==> src/include/status_consts.svh <==
//////////////////////////////////////////////////
// status bus constants, shared by queue and clients
// queue depth must be 2 or more; wait cycles 1 or more
//////////////////////////////////////////////////

`ifndef STATUS_CONSTS_SVH
`define STATUS_CONSTS_SVH

// command queue entries == host credits after reset
`define STATUS_CMD_DEPTH 4

// data path width of the register bus
`define STATUS_DATA_W 32

//////////////////////////////////////////////////
// address windows
//////////////////////////////////////////////////

`define OPTICS_PAGE 8'h04 // flat view page, 0x400-0x4ff
`define RECO_WINDOW 9'b0000_0110_0 // window view, 0x600-0x67f

// optics register offsets inside the page
`define OPTICS_REG_CTRL 8'd0 // r/w control pins
`define OPTICS_REG_ALARM 8'd1 // sticky, write one to clear
`define OPTICS_REG_PINS 8'd2 // live alarm inputs

// waitrequest cycles per reconfig access
`define RECO_WAIT_CYCLES 3

`endif

==> src/hdl/status_bus_pkg.sv <==
//////////////////////////////////////////////////
// status bus word address, decoded two ways
//////////////////////////////////////////////////

package status_bus_pkg;

	// page / offset split, used by optics
	typedef struct packed {
		logic [7:0] page;
		logic [7:0] offset;
	} status_flat_t;

	// 128-word window split, used by reco
	typedef struct packed {
		logic [8:0] window;
		logic [6:0] offset;
	} status_win_t;

	// same 16 bits, pick the view by client
	typedef union packed {
		logic [15:0]  word;
		status_flat_t flat;
		status_win_t  win;
	} status_addr_t;

endpackage

==> src/hdl/status_cmd_queue.sv <==
//////////////////////////////////////////////////
// credit based command FIFO, no ready toward host
// host must hold cmd_valid low without a credit
//////////////////////////////////////////////////

`timescale 1ns/1ps

`include "status_consts.svh"

module status_cmd_queue (
	input  logic                         clk_status,
	input  logic                         arst,
	input  logic                         cmd_valid,
	input  logic                         cmd_write,
	input  status_bus_pkg::status_addr_t cmd_addr,
	input  logic [`STATUS_DATA_W-1:0]    cmd_writedata,
	input  logic                         reco_wait,
	output logic                         cmd_credit,   // one pulse per pop
	output logic                         st_read,
	output logic                         st_write,
	output status_bus_pkg::status_addr_t st_addr,
	output logic [`STATUS_DATA_W-1:0]    st_writedata
);
	import status_bus_pkg::*;

	localparam int DEPTH = `STATUS_CMD_DEPTH;
	localparam int DW    = `STATUS_DATA_W;
	localparam int PTR_W = $clog2(DEPTH);
	localparam int CNT_W = $clog2(DEPTH + 1);

	logic         q_write [DEPTH];
	status_addr_t q_addr  [DEPTH];
	logic [DW-1:0] q_data [DEPTH];

	logic [PTR_W-1:0] wr_ptr;
	logic [PTR_W-1:0] rd_ptr;
	logic [CNT_W-1:0] count;

	logic          head_write;
	status_addr_t  head_addr;
	logic [DW-1:0] head_data;
	logic          have_cmd;
	logic          reco_in_stage;
	logic          stall;
	logic          pop;

	function automatic logic [PTR_W-1:0] ptr_next(input logic [PTR_W-1:0] p);
		return (p == PTR_W'(DEPTH - 1)) ? '0 : p + 1'b1; // circular wrap
	endfunction

	//////////////////////////////////////////////////
	// head select, empty queue passes input straight
	//////////////////////////////////////////////////

	always_comb begin
		if (count == '0) begin
			head_write = cmd_write;
			head_addr  = cmd_addr;
			head_data  = cmd_writedata;
		end else begin
			head_write = q_write[rd_ptr];
			head_addr  = q_addr[rd_ptr];
			head_data  = q_data[rd_ptr];
		end
	end

	assign have_cmd = cmd_valid || (count != '0);

	// reco raises wait only a cycle after its strobe,
	// so hold off the pop while that strobe is in the stage
	assign reco_in_stage = (st_read || st_write) && (st_addr.win.window == `RECO_WINDOW);
	assign stall         = reco_wait || reco_in_stage;
	assign pop           = have_cmd && !stall;

	// storage, written even when bypassed
	always_ff @(posedge clk_status) begin
		if (cmd_valid) begin
			q_write[wr_ptr] <= cmd_write;
			q_addr[wr_ptr]  <= cmd_addr;
			q_data[wr_ptr]  <= cmd_writedata;
		end
	end

	//////////////////////////////////////////////////
	// pointers, count, registered command stage
	//////////////////////////////////////////////////

	always_ff @(posedge clk_status) begin
		if (arst) begin
			wr_ptr     <= '0;
			rd_ptr     <= '0;
			count      <= '0;
			cmd_credit <= 1'b0;
			st_read    <= 1'b0;
			st_write   <= 1'b0;
		end else begin
			if (cmd_valid)
				wr_ptr <= ptr_next(wr_ptr);
			if (pop)
				rd_ptr <= ptr_next(rd_ptr);
			count      <= count + CNT_W'(cmd_valid) - CNT_W'(pop); // never over DEPTH
			cmd_credit <= pop;                // credit back on the pop edge
			st_read    <= pop && !head_write; // strobes last one cycle
			st_write   <= pop && head_write;
		end
	end

	// payload holds between pops
	always_ff @(posedge clk_status) begin
		if (pop) begin
			st_addr      <= head_addr;
			st_writedata <= head_data;
		end
	end

endmodule

==> src/hdl/optics_control.sv <==
//////////////////////////////////////////////////
// CFP control pins and alarm latch on the flat page
// alarm inputs are taken as already synchronous
// cfp_mod_rst is active low, reset holds module in reset
//////////////////////////////////////////////////

`timescale 1ns/1ps

`include "status_consts.svh"

module optics_control (
	input  logic                         clk_status,
	input  logic                         arst,
	input  logic                         st_read,
	input  logic                         st_write,
	input  status_bus_pkg::status_addr_t st_addr,
	input  logic [`STATUS_DATA_W-1:0]    st_writedata,
	output logic [`STATUS_DATA_W-1:0]    readdata,
	output logic                         readdata_valid,

	// CFP control outputs
	output logic                         cfp_mod_lopwr,
	output logic                         cfp_mod_rst,  // active low
	output logic                         cfp_tx_dis,
	output logic [3:1]                   cfp_prg_cntl,

	// CFP alarm inputs
	input  logic                         cfp_glb_alrm,
	input  logic                         cfp_mod_abs,
	input  logic                         cfp_rx_los,
	input  logic [3:1]                   cfp_prg_alrm
);

	localparam int DW    = `STATUS_DATA_W;
	localparam int CTL_W = 6; // lopwr, rst, tx_dis, prg_cntl[3:1]
	localparam int ALM_W = 6; // glb, abs, los, prg_alrm[3:1]

	logic [CTL_W-1:0] ctrl;
	logic [ALM_W-1:0] alarm;     // sticky copy of pins
	logic [ALM_W-1:0] pins;      // live levels
	logic [ALM_W-1:0] alarm_clr;
	logic             hit;
	logic             ctrl_wr;
	logic             alarm_wr;

	assign pins = {cfp_prg_alrm, cfp_rx_los, cfp_mod_abs, cfp_glb_alrm};

	//////////////////////////////////////////////////
	// decode
	//////////////////////////////////////////////////

	assign hit      = (st_addr.flat.page == `OPTICS_PAGE);
	assign ctrl_wr  = st_write && hit && (st_addr.flat.offset == `OPTICS_REG_CTRL);
	assign alarm_wr = st_write && hit && (st_addr.flat.offset == `OPTICS_REG_ALARM);

	// only bits written as one get cleared
	assign alarm_clr = alarm_wr ? st_writedata[ALM_W-1:0] : '0;

	always_ff @(posedge clk_status) begin
		if (arst) begin
			ctrl           <= '0; // mod_rst low, module held in reset
			alarm          <= '0;
			readdata_valid <= 1'b0;
		end else begin
			if (ctrl_wr)
				ctrl <= st_writedata[CTL_W-1:0];
			alarm          <= (alarm & ~alarm_clr) | pins; // a set on the same edge wins
			readdata_valid <= st_read && hit; // fixed one cycle answer
		end
	end

	// read mux, alarm shows value before this edge
	always_ff @(posedge clk_status) begin
		if (st_read && hit) begin
			case (st_addr.flat.offset)
				`OPTICS_REG_CTRL:  readdata <= DW'(ctrl);
				`OPTICS_REG_ALARM: readdata <= DW'(alarm);
				`OPTICS_REG_PINS:  readdata <= DW'(pins);
				default:           readdata <= '0; // unmapped, host never asks
			endcase
		end
	end

	//////////////////////////////////////////////////
	// pins from ctrl bits
	//////////////////////////////////////////////////

	assign cfp_mod_lopwr = ctrl[0];
	assign cfp_mod_rst   = ctrl[1];
	assign cfp_tx_dis    = ctrl[2];
	assign cfp_prg_cntl  = ctrl[5:3];

endmodule

==> src/hdl/reco_window.sv <==
//////////////////////////////////////////////////
// transceiver reconfig window, 128 words at 0x600
// every access waits RECO_WAIT_CYCLES; regs have no reset
//////////////////////////////////////////////////

`timescale 1ns/1ps

`include "status_consts.svh"

module reco_window (
	input  logic                         clk_status,
	input  logic                         arst,
	input  logic                         st_read,
	input  logic                         st_write,
	input  status_bus_pkg::status_addr_t st_addr,
	input  logic [`STATUS_DATA_W-1:0]    st_writedata,
	output logic [`STATUS_DATA_W-1:0]    readdata,
	output logic                         readdata_valid,
	output logic                         reco_wait      // stalls the command stage
);

	localparam int DW    = `STATUS_DATA_W;
	localparam int CNT_W = $clog2(`RECO_WAIT_CYCLES + 1);

	logic [DW-1:0]    regs [128];
	logic             hit;
	logic             done;      // last wait cycle
	logic             pend_read;
	logic             pend_write;
	logic [6:0]       pend_off;
	logic [DW-1:0]    pend_data;
	logic [CNT_W-1:0] wait_cnt;

	assign hit  = (st_read || st_write) && (st_addr.win.window == `RECO_WINDOW);
	assign done = reco_wait && (wait_cnt == '0);

	//////////////////////////////////////////////////
	// wait sequencer
	//////////////////////////////////////////////////

	always_ff @(posedge clk_status) begin
		if (arst) begin
			reco_wait      <= 1'b0;
			wait_cnt       <= '0;
			pend_read      <= 1'b0;
			pend_write     <= 1'b0;
			readdata_valid <= 1'b0;
		end else begin
			readdata_valid <= done && pend_read; // same edge wait drops
			if (hit) begin
				reco_wait  <= 1'b1;
				wait_cnt   <= CNT_W'(`RECO_WAIT_CYCLES - 1);
				pend_read  <= st_read;
				pend_write <= st_write;
			end else if (done) begin
				reco_wait  <= 1'b0;
				pend_read  <= 1'b0;
				pend_write <= 1'b0;
			end else if (reco_wait) begin
				wait_cnt <= wait_cnt - 1'b1;
			end
		end
	end

	// capture access, then hit the file at the end
	always_ff @(posedge clk_status) begin
		if (hit) begin
			pend_off  <= st_addr.win.offset;
			pend_data <= st_writedata;
		end
		if (done && pend_write)
			regs[pend_off] <= pend_data;
		if (done)
			readdata <= regs[pend_off]; // old word on a write, unused
	end

endmodule

==> src/hdl/status_read_combine.sv <==
//////////////////////////////////////////////////
// merges client read returns into one host response
// clients must never answer in the same cycle
//////////////////////////////////////////////////

`timescale 1ns/1ps

`include "status_consts.svh"

module status_read_combine #(
	parameter int NUM_CLIENTS = 2
) (
	input  logic                                  clk_status,
	input  logic                                  arst,
	input  logic [NUM_CLIENTS-1:0]                client_valid,
	input  logic [NUM_CLIENTS*`STATUS_DATA_W-1:0] client_data,  // client 0 in low word
	output logic                                  rsp_valid,
	output logic [`STATUS_DATA_W-1:0]             rsp_data
);

	localparam int DW = `STATUS_DATA_W;

	logic [DW-1:0] sel_data;

	// and-or mux, one hot valids
	always_comb begin
		sel_data = '0;
		for (int i = 0; i < NUM_CLIENTS; i++) begin
			if (client_valid[i])
				sel_data = sel_data | client_data[i*DW +: DW];
		end
	end

	always_ff @(posedge clk_status) begin
		if (arst)
			rsp_valid <= 1'b0;
		else
			rsp_valid <= |client_valid;
	end

	always_ff @(posedge clk_status) begin
		if (|client_valid)
			rsp_data <= sel_data; // held until next response
	end

endmodule

==> src/hdl/status_subsystem.sv <==
//////////////////////////////////////////////////
// status bus top: command queue, optics, reco window
// host keeps STATUS_CMD_DEPTH credits; unmapped reads hang
//////////////////////////////////////////////////

`timescale 1ns/1ps

`include "status_consts.svh"

module status_subsystem (
	input  logic                         clk_status,
	input  logic                         arst,

	// host command side
	input  logic                         cmd_valid,
	input  logic                         cmd_write,
	input  status_bus_pkg::status_addr_t cmd_addr,
	input  logic [`STATUS_DATA_W-1:0]    cmd_writedata,
	output logic                         cmd_credit,
	output logic                         rsp_valid,
	output logic [`STATUS_DATA_W-1:0]    rsp_data,

	// CFP pins
	output logic                         cfp_mod_lopwr,
	output logic                         cfp_mod_rst,    // active low
	output logic                         cfp_tx_dis,
	output logic [3:1]                   cfp_prg_cntl,
	input  logic                         cfp_glb_alrm,
	input  logic                         cfp_mod_abs,
	input  logic                         cfp_rx_los,
	input  logic [3:1]                   cfp_prg_alrm
);
	import status_bus_pkg::*;

	// registered command stage
	logic                      st_read;
	logic                      st_write;
	status_addr_t              st_addr;
	logic [`STATUS_DATA_W-1:0] st_writedata;

	// client returns
	logic                      reco_wait;
	logic [`STATUS_DATA_W-1:0] cfp_readdata;
	logic                      cfp_readdata_valid;
	logic [`STATUS_DATA_W-1:0] reco_readdata;
	logic                      reco_readdata_valid;

	//////////////////////////////////////////////////
	// command queue
	//////////////////////////////////////////////////

	status_cmd_queue u_queue (
		.clk_status    (clk_status),
		.arst          (arst),
		.cmd_valid     (cmd_valid),
		.cmd_write     (cmd_write),
		.cmd_addr      (cmd_addr),
		.cmd_writedata (cmd_writedata),
		.reco_wait     (reco_wait),
		.cmd_credit    (cmd_credit),
		.st_read       (st_read),
		.st_write      (st_write),
		.st_addr       (st_addr),
		.st_writedata  (st_writedata)
	);

	//////////////////////////////////////////////////
	// clients
	//////////////////////////////////////////////////

	optics_control u_optics (
		.clk_status     (clk_status),
		.arst           (arst),
		.st_read        (st_read),
		.st_write       (st_write),
		.st_addr        (st_addr),
		.st_writedata   (st_writedata),
		.readdata       (cfp_readdata),
		.readdata_valid (cfp_readdata_valid),
		.cfp_mod_lopwr  (cfp_mod_lopwr),
		.cfp_mod_rst    (cfp_mod_rst),
		.cfp_tx_dis     (cfp_tx_dis),
		.cfp_prg_cntl   (cfp_prg_cntl),
		.cfp_glb_alrm   (cfp_glb_alrm),
		.cfp_mod_abs    (cfp_mod_abs),
		.cfp_rx_los     (cfp_rx_los),
		.cfp_prg_alrm   (cfp_prg_alrm)
	);

	reco_window u_reco (
		.clk_status     (clk_status),
		.arst           (arst),
		.st_read        (st_read),
		.st_write       (st_write),
		.st_addr        (st_addr),
		.st_writedata   (st_writedata),
		.readdata       (reco_readdata),
		.readdata_valid (reco_readdata_valid),
		.reco_wait      (reco_wait)
	);

	// merge, optics is client 0
	status_read_combine #(
		.NUM_CLIENTS (2)
	) u_combine (
		.clk_status   (clk_status),
		.arst         (arst),
		.client_valid ({reco_readdata_valid, cfp_readdata_valid}),
		.client_data  ({reco_readdata, cfp_readdata}),
		.rsp_valid    (rsp_valid),
		.rsp_data     (rsp_data)
	);

endmodule

==> config.mk <==
export PLATFORM = sky130hd
export DESIGN_NAME = status_subsystem
export DESIGN_NICKNAME = d
export VERILOG_FILES = /design/src/hdl/status_bus_pkg.sv /design/src/hdl/status_cmd_queue.sv /design/src/hdl/optics_control.sv /design/src/hdl/reco_window.sv /design/src/hdl/status_read_combine.sv /design/src/hdl/status_subsystem.sv
export VERILOG_INCLUDE_DIRS = /design/src /design/src/include
export SDC_FILE = /design/constraint.sdc
export NUM_CORES = 2
export LEC_CHECK = 0
export BUFFER_PORTS_ARGS = -buffer_cell sky130_fd_sc_hd__buf_2
export CELL_PAD_IN_SITES_DETAIL_PLACEMENT = 1
export CELL_PAD_IN_SITES_GLOBAL_PLACEMENT = 1
export CORE_ASPECT_RATIO = 1.2
export CORE_MARGIN = 5
export CORE_UTILIZATION = 50
export CTS_CLUSTER_DIAMETER = 150
export DETAILED_ROUTE_END_ITERATION = 7
export PLACE_DENSITY = 0.81
export SKIP_LAST_GASP = 1
export SLEW_MARGIN = 25
export SYNTH_ARGS = -nofsm -noshare
export SYNTH_HDL_FRONTEND = slang
export SYNTH_MEMORY_MAX_BITS = 65536
export SYNTH_SLANG_ARGS = --single-unit
==> constraint.sdc <==
create_clock -name clk_status -period 13.5 [get_ports clk_status]
set_clock_uncertainty 0.15 [all_clocks]
set_input_delay 0.675 -clock clk_status [delete_from_list [all_inputs] [get_ports clk_status]]
set_output_delay 0.675 -clock clk_status [all_outputs]
set_load 0.02 [all_outputs]
Word-level counts from Yosys, hierarchy flattened --
Memories as Yosys holds them, arrays and structs flattened. A register that Yosys moved wholly into a read port is not among the register bits. Index checks and enable logic that the tools add are counted.
Storage, ports and cells: register bits after elaboration 181, RAM bits 4292, output and inout port bits 40, memories kept 4
Memory list:
- u_reco.regs | depth 128, width 32, read ports 1, clocked after memory_dff 1, write ports 1, line reco_window.sv:25 | logic [DW-1:0] regs [128];
- u_queue.q_data | depth 4, width 32, read ports 1, clocked after memory_dff 1, write ports 1, line status_cmd_queue.sv:33 | logic [DW-1:0] q_data [DEPTH];
- u_queue.q_addr | depth 4, width 16, read ports 1, clocked after memory_dff 1, write ports 1, line status_cmd_queue.sv:32 | status_addr_t q_addr [DEPTH];
- u_queue.q_write | depth 4, width 1, read ports 1, clocked after memory_dff 1, write ports 1, line status_cmd_queue.sv:31 | logic q_write [DEPTH];
Operators by class: $add $sub $neg 5, equality and inequality tests 7, mux-type cells 26, bitwise logic cells 5, reduce and logical (&&, ||, !) cells 26
Operator list (count):
- 2-to-1 mux 32 bit | 3
- OR 32 bit | 1
- 2-to-1 mux 2 bit | 11
- one-hot mux 6 bit (3 select lines) | 1
- 2-to-1 mux 16 bit | 1
- logical AND 1 bit | 11
- == test 9 x 4 -> 1 bit (second input constant) | 1
- 2-to-1 mux 1 bit | 9
- == test 8 x 1 -> 1 bit (second input constant) | 1
- == test 8 x 2 -> 1 bit (second input constant) | 1
- == test 8 x 3 -> 1 bit (second input constant) | 1
- logical NOT 8 bit | 1
- AND 6 bit | 1
- 2-to-1 mux 6 bit | 1
- inverter 6 bit | 1
- OR 6 bit | 1
- adder 2 x 1 -> 2 bit (second input constant) | 2
- == test 2 bit (second input constant) | 2
- AND reduction 2 bit | 2
- nonzero test 2 bit | 2
- OR reduction 2 bit | 2
- adder 3 x 1 -> 3 bit | 1
- logical NOT 3 bit | 1
- logical OR 1 bit | 3
- 7 further kinds | 8

Depth between registers and ports, before layout --
word-level depth 7, depth in mapped cells 12

Cells and area by module --
A second synthesis with hierarchy kept.
Second synthesis, totals: cells, all modules 9708, area, all modules 171041.5 um2
Modules (own cells, without submodules):
- reco_window | instances 1, cells each 9084, area each 158863.6 um2, seq. area each 125250.1 um2
- status_cmd_queue | instances 1, cells each 419, area each 9674.3 um2, seq. area each 7567.3 um2
- status_read_combine | instances 1, cells each 75, area each 1367.6 um2, seq. area each 980.9 um2
- optics_control | instances 1, cells each 130, area each 1136.1 um2, seq. area each 440.4 um2

Worst setup path after synthesis --
No wires, ideal clock.
kind register to register, from reg u_queue.st_addr[11] in the netlist's numbering, to reg u_queue.count[2], library setup time 0.128 ns, arrival 5.263 ns, data required time 13.222 ns, slack 7.959 ns, stages on the path, launching flop included 13, path buffers 1, period minus slack after synthesis 5.541 ns, cell sequence edfxtp_1 nor4_1 o2111ai_1 inv_1 clkbuf_1 nor2_1 ha_1 inv_1 ha_1 fa_1 xnor2_1 xnor2_1 nor2_1
On the way: word-level cells in the longest chain between the ends 6
RTL lines:
- from (decl) | line status_cmd_queue.sv:21 | output status_bus_pkg::status_addr_t st_addr,
- from (signal assigned) | line status_cmd_queue.sv:111 | st_addr <= head_addr;
- == test 9 x 4 -> 1 bit (no line)
- logical AND 1 bit | line status_cmd_queue.sv:71 | assign reco_in_stage = (st_read || st_write) && (st_addr.win.window == `RECO_WINDOW);
- via u_queue.reco_in_stage | line status_cmd_queue.sv:43 | logic reco_in_stage;
- logical OR 1 bit | line status_cmd_queue.sv:72 | assign stall = reco_wait || reco_in_stage;
- logical NOT 1 bit | line status_cmd_queue.sv:73 | assign pop = have_cmd && !stall;
- logical AND 1 bit | line status_cmd_queue.sv:73
- via u_queue.pop | line status_cmd_queue.sv:45 | logic pop;
- subtractor 3 x 1 -> 3 bit | line status_cmd_queue.sv:101 | count <= count + CNT_W'(cmd_valid) - CNT_W'(pop);
- to (signal assigned) | line status_cmd_queue.sv:101
- to (decl) | line status_cmd_queue.sv:37 | logic [CNT_W-1:0] count;
The timed path passes the listed nets, and every way through them passes these cells. A chain may end at the register's enable or synchronous reset.

==> run summary <==
Worst Reg-to-Reg Cells - 7
Crit. End Element - register
Worst Setup Start Kind - register
Mean Syn Cell Area - 25.55 um2
Postcts setup bufs - 0
R2R Path Start - u_reco.pend_off[0]
Area leader, netlist - edfxtp_1
IO buf count - 97
TritonCTS Sinks - 4481
Worst path required time - 14.03 ns
PostCTS Resize Cnt - 0
Vias per cell - 7.110
Most frequent cells after synthesis - edfxtp_1, mux4_2, clkbuf_1
Clk slew on worst S/H paths - 0.08 ns
Chip width - 541.8 um
Lkg Pwr - 0.05867 uW
Hold-critical path depth - 2
Fraction of layout cells with a size suffix above 1 - 34.41%
Count leader, synth - edfxtp_1
Die footprint - 351200 um2
Pre-Repair DR Iteration Count - 5
Via Count - 85220
Multi-input gate area - 34960 um2
Period utilization - 41.08%
Synth Register Bits - 4481
Main synth FF type - edfxtp_1
Die Span Y - 648.2 um
Ys async rst share - 0%
Synth top area share - 78.73%
Syn Inst Count - 6641
Slew margin rel. - 20.21%
CTS tree - done
Antenna Nets Post-Route - 0
Hold Startpoint - arst
RSZ-0062 raised after global routing - no
Vias in the first global route - 86720
# IOs - 98
Finished Cell Area - 191400 um2
Syn_nets - 6708
Drt drc - 0
FILL cells - 27650
First-pass GRT wire length - 728800 um
CTS buffer count - 404
Synth top area cells - edfxtp_1, mux4_2, mux2_2
Synth cell types - 37
Post-Syn Area - 169700 um2
Nets - 7181
Sequential fraction of the synthesis area - 79.11%
Count of pins over their slew limit - 0
WL/cell - 44.38 um
Hpwl dp - 241700 um
DP Area - 177400 um2
Tmin final - 5.546 ns
VDD IR max - 201.5 uV
Core ar. - 338200 um2
CP max FO - 105
P&R area growth vs syn - 12.80%
PD cells - 146.7 nW/um2
CP startpoint - u_reco.pend_off[0]
Final setup vio count - 0
Total Wirelength - 531800 um
Starting Density - 50.18%
CP arrival - 6.07 ns
CTS Root Cell - clkbuf_16
Max capacitance violation total - 0
Register area - 134200 um2
Max Freq - 180.3 MHz
Initial antenna violation count - 54
FP Rows - 234
Slew @ Worst Pin - 1.197 ns
Final setup TNS - 0 ns
Initial DRC Count - 16220
Hold Fails Final Rpt - 0
Synth warnings - 0
Run status - complete, no violations
GRT Total Usage - 29.78%
Critical path type - register to register
Insertion delay to the later sink of the worst-skew pair - 0.95 ns
EDFF count, synth - 4449
HP Class - input pin to register
GP Congestion - 0.7898
Clock buffer depth - 4
Total grt overflow - 0
Largest net degree at the start of global routing - 134
CTS H-tree lvls - 5
-- registers in the layout, summed over array words and instances (netlist names), 7 cells and up, named ones only --
register and cells:
u_reco.regs 4096, u_queue.q_data 128, u_queue.q_addr 64, u_combine.rsp_data 32
u_queue.st_writedata 32, u_reco.pend_data 32, u_reco.readdata 32, u_queue.st_addr 16
u_reco.pend_off 7
-- critical path: stages (launching register included) --
cell,delay [ns]
edfxtp_1,0.38
buf_4,0.67
buf_4,0.84
buf_12,0.73
mux4_2,0.66
mux4_2,0.59
mux4_2,0.72
mux2_2,0.36
-- logic make-up after synthesis --
logic type               share of synthesized area [%]
AO/OA/AOI/OAI                                   0.1777
AND/OR/NAND/NOR                                 0.6740
adder cells (fa/ha/maj)                        0.07079
XOR/XNOR                                       0.01549
buffers and inverters                           0.8826
flip-flops                                       79.11
multiplexers                                     19.07
-- stage by stage --
step | setup WS (ns) | hold slack [ns] | utilization, % | std cells | power (uW)
floorplan | 7.959 | 0.2503 | - | 6641 | 16040
global placement | 7.968 | 0.2539 | 52.46 | 11130 | 16200
detailed placement | 7.944 | 0.2574 | 52.47 | 11140 | 16240
CTS | 7.789 | 0.06218 | 56.53 | 11920 | 28010
global route | 7.662 | 0.1278 | 56.58 | 11970 | 28870
finish | 7.954 | 0.1257 | 56.60 | 11990 | 28080
-- area by class of cell --
cell class                      count  share of cell area [%]
Sequential cell                  4481                   70.14
Multi-Input combinational cell   1792                   18.27
Clock buffer                      497                   5.580
Tap cell                         4484                   2.931
Timing Repair Buffer              411                   1.656
Clock inverter                    235                   1.299
Antenna cell                       61                 0.07975
Inverter                           24                 0.04772
-- metal layers --
metal  track usage, %  share of wire, %  vias to the layer above
met5                0             0.030                        -
met2            48.29                49                     8894
met3            7.293                13                     1436
li1                 -                 -                    29900
met4            13.70               5.6                       26
met1            38.53                32                    44970
-- repair_timing --
item | CTS | global route
endpoints found under the setup margin | 0 | 0
hold buffers | 56 | 0
endpoints found under the hold margin | 250 | 0
-- power by group --
| part | leakage (uW) | internal (uW) | switching, uW |
|---|---|---|---|
| sequential | 0.0404 | 15300 | 90.5 |
| combinational | 0.0118 | 302 | 369 |
| clock | 0.00644 | 6570 | 5500 |
-- final timing paths --
check,slack (ns),to
worst min-delay path,0.13,u_optics.alarm[4]
worst min register to register,0.26,u_reco.pend_data[9]
worst max register to register,7.95,u_reco.readdata[1]
worst max-delay path,7.95,u_reco.readdata[1]
-- layout by cell type, fill, tap and decap left out, types with 8 or more instances in the layout --
master            n
diode_2          61
mux2i_1           8
mux2_2           80
nor2_1           22
dlygate4sd3_1    56
mux4_2         1393
buf_6             9
buf_2            97
clkbuf_16       413
buf_4           238
nor2_4          129
edfxtp_1       4449
nand2_1          17
and2_1           30
inv_6             8
inv_1            22
clkbuf_1         81
bufinv_16        48
clkinvlp_4       15
buf_12            9
clkinv_1         68
dfxtp_1          29
clkinv_2         85
ha_1              8
nor2b_1          12
a21oi_1          24
Power figures use the tool's default switching activity.
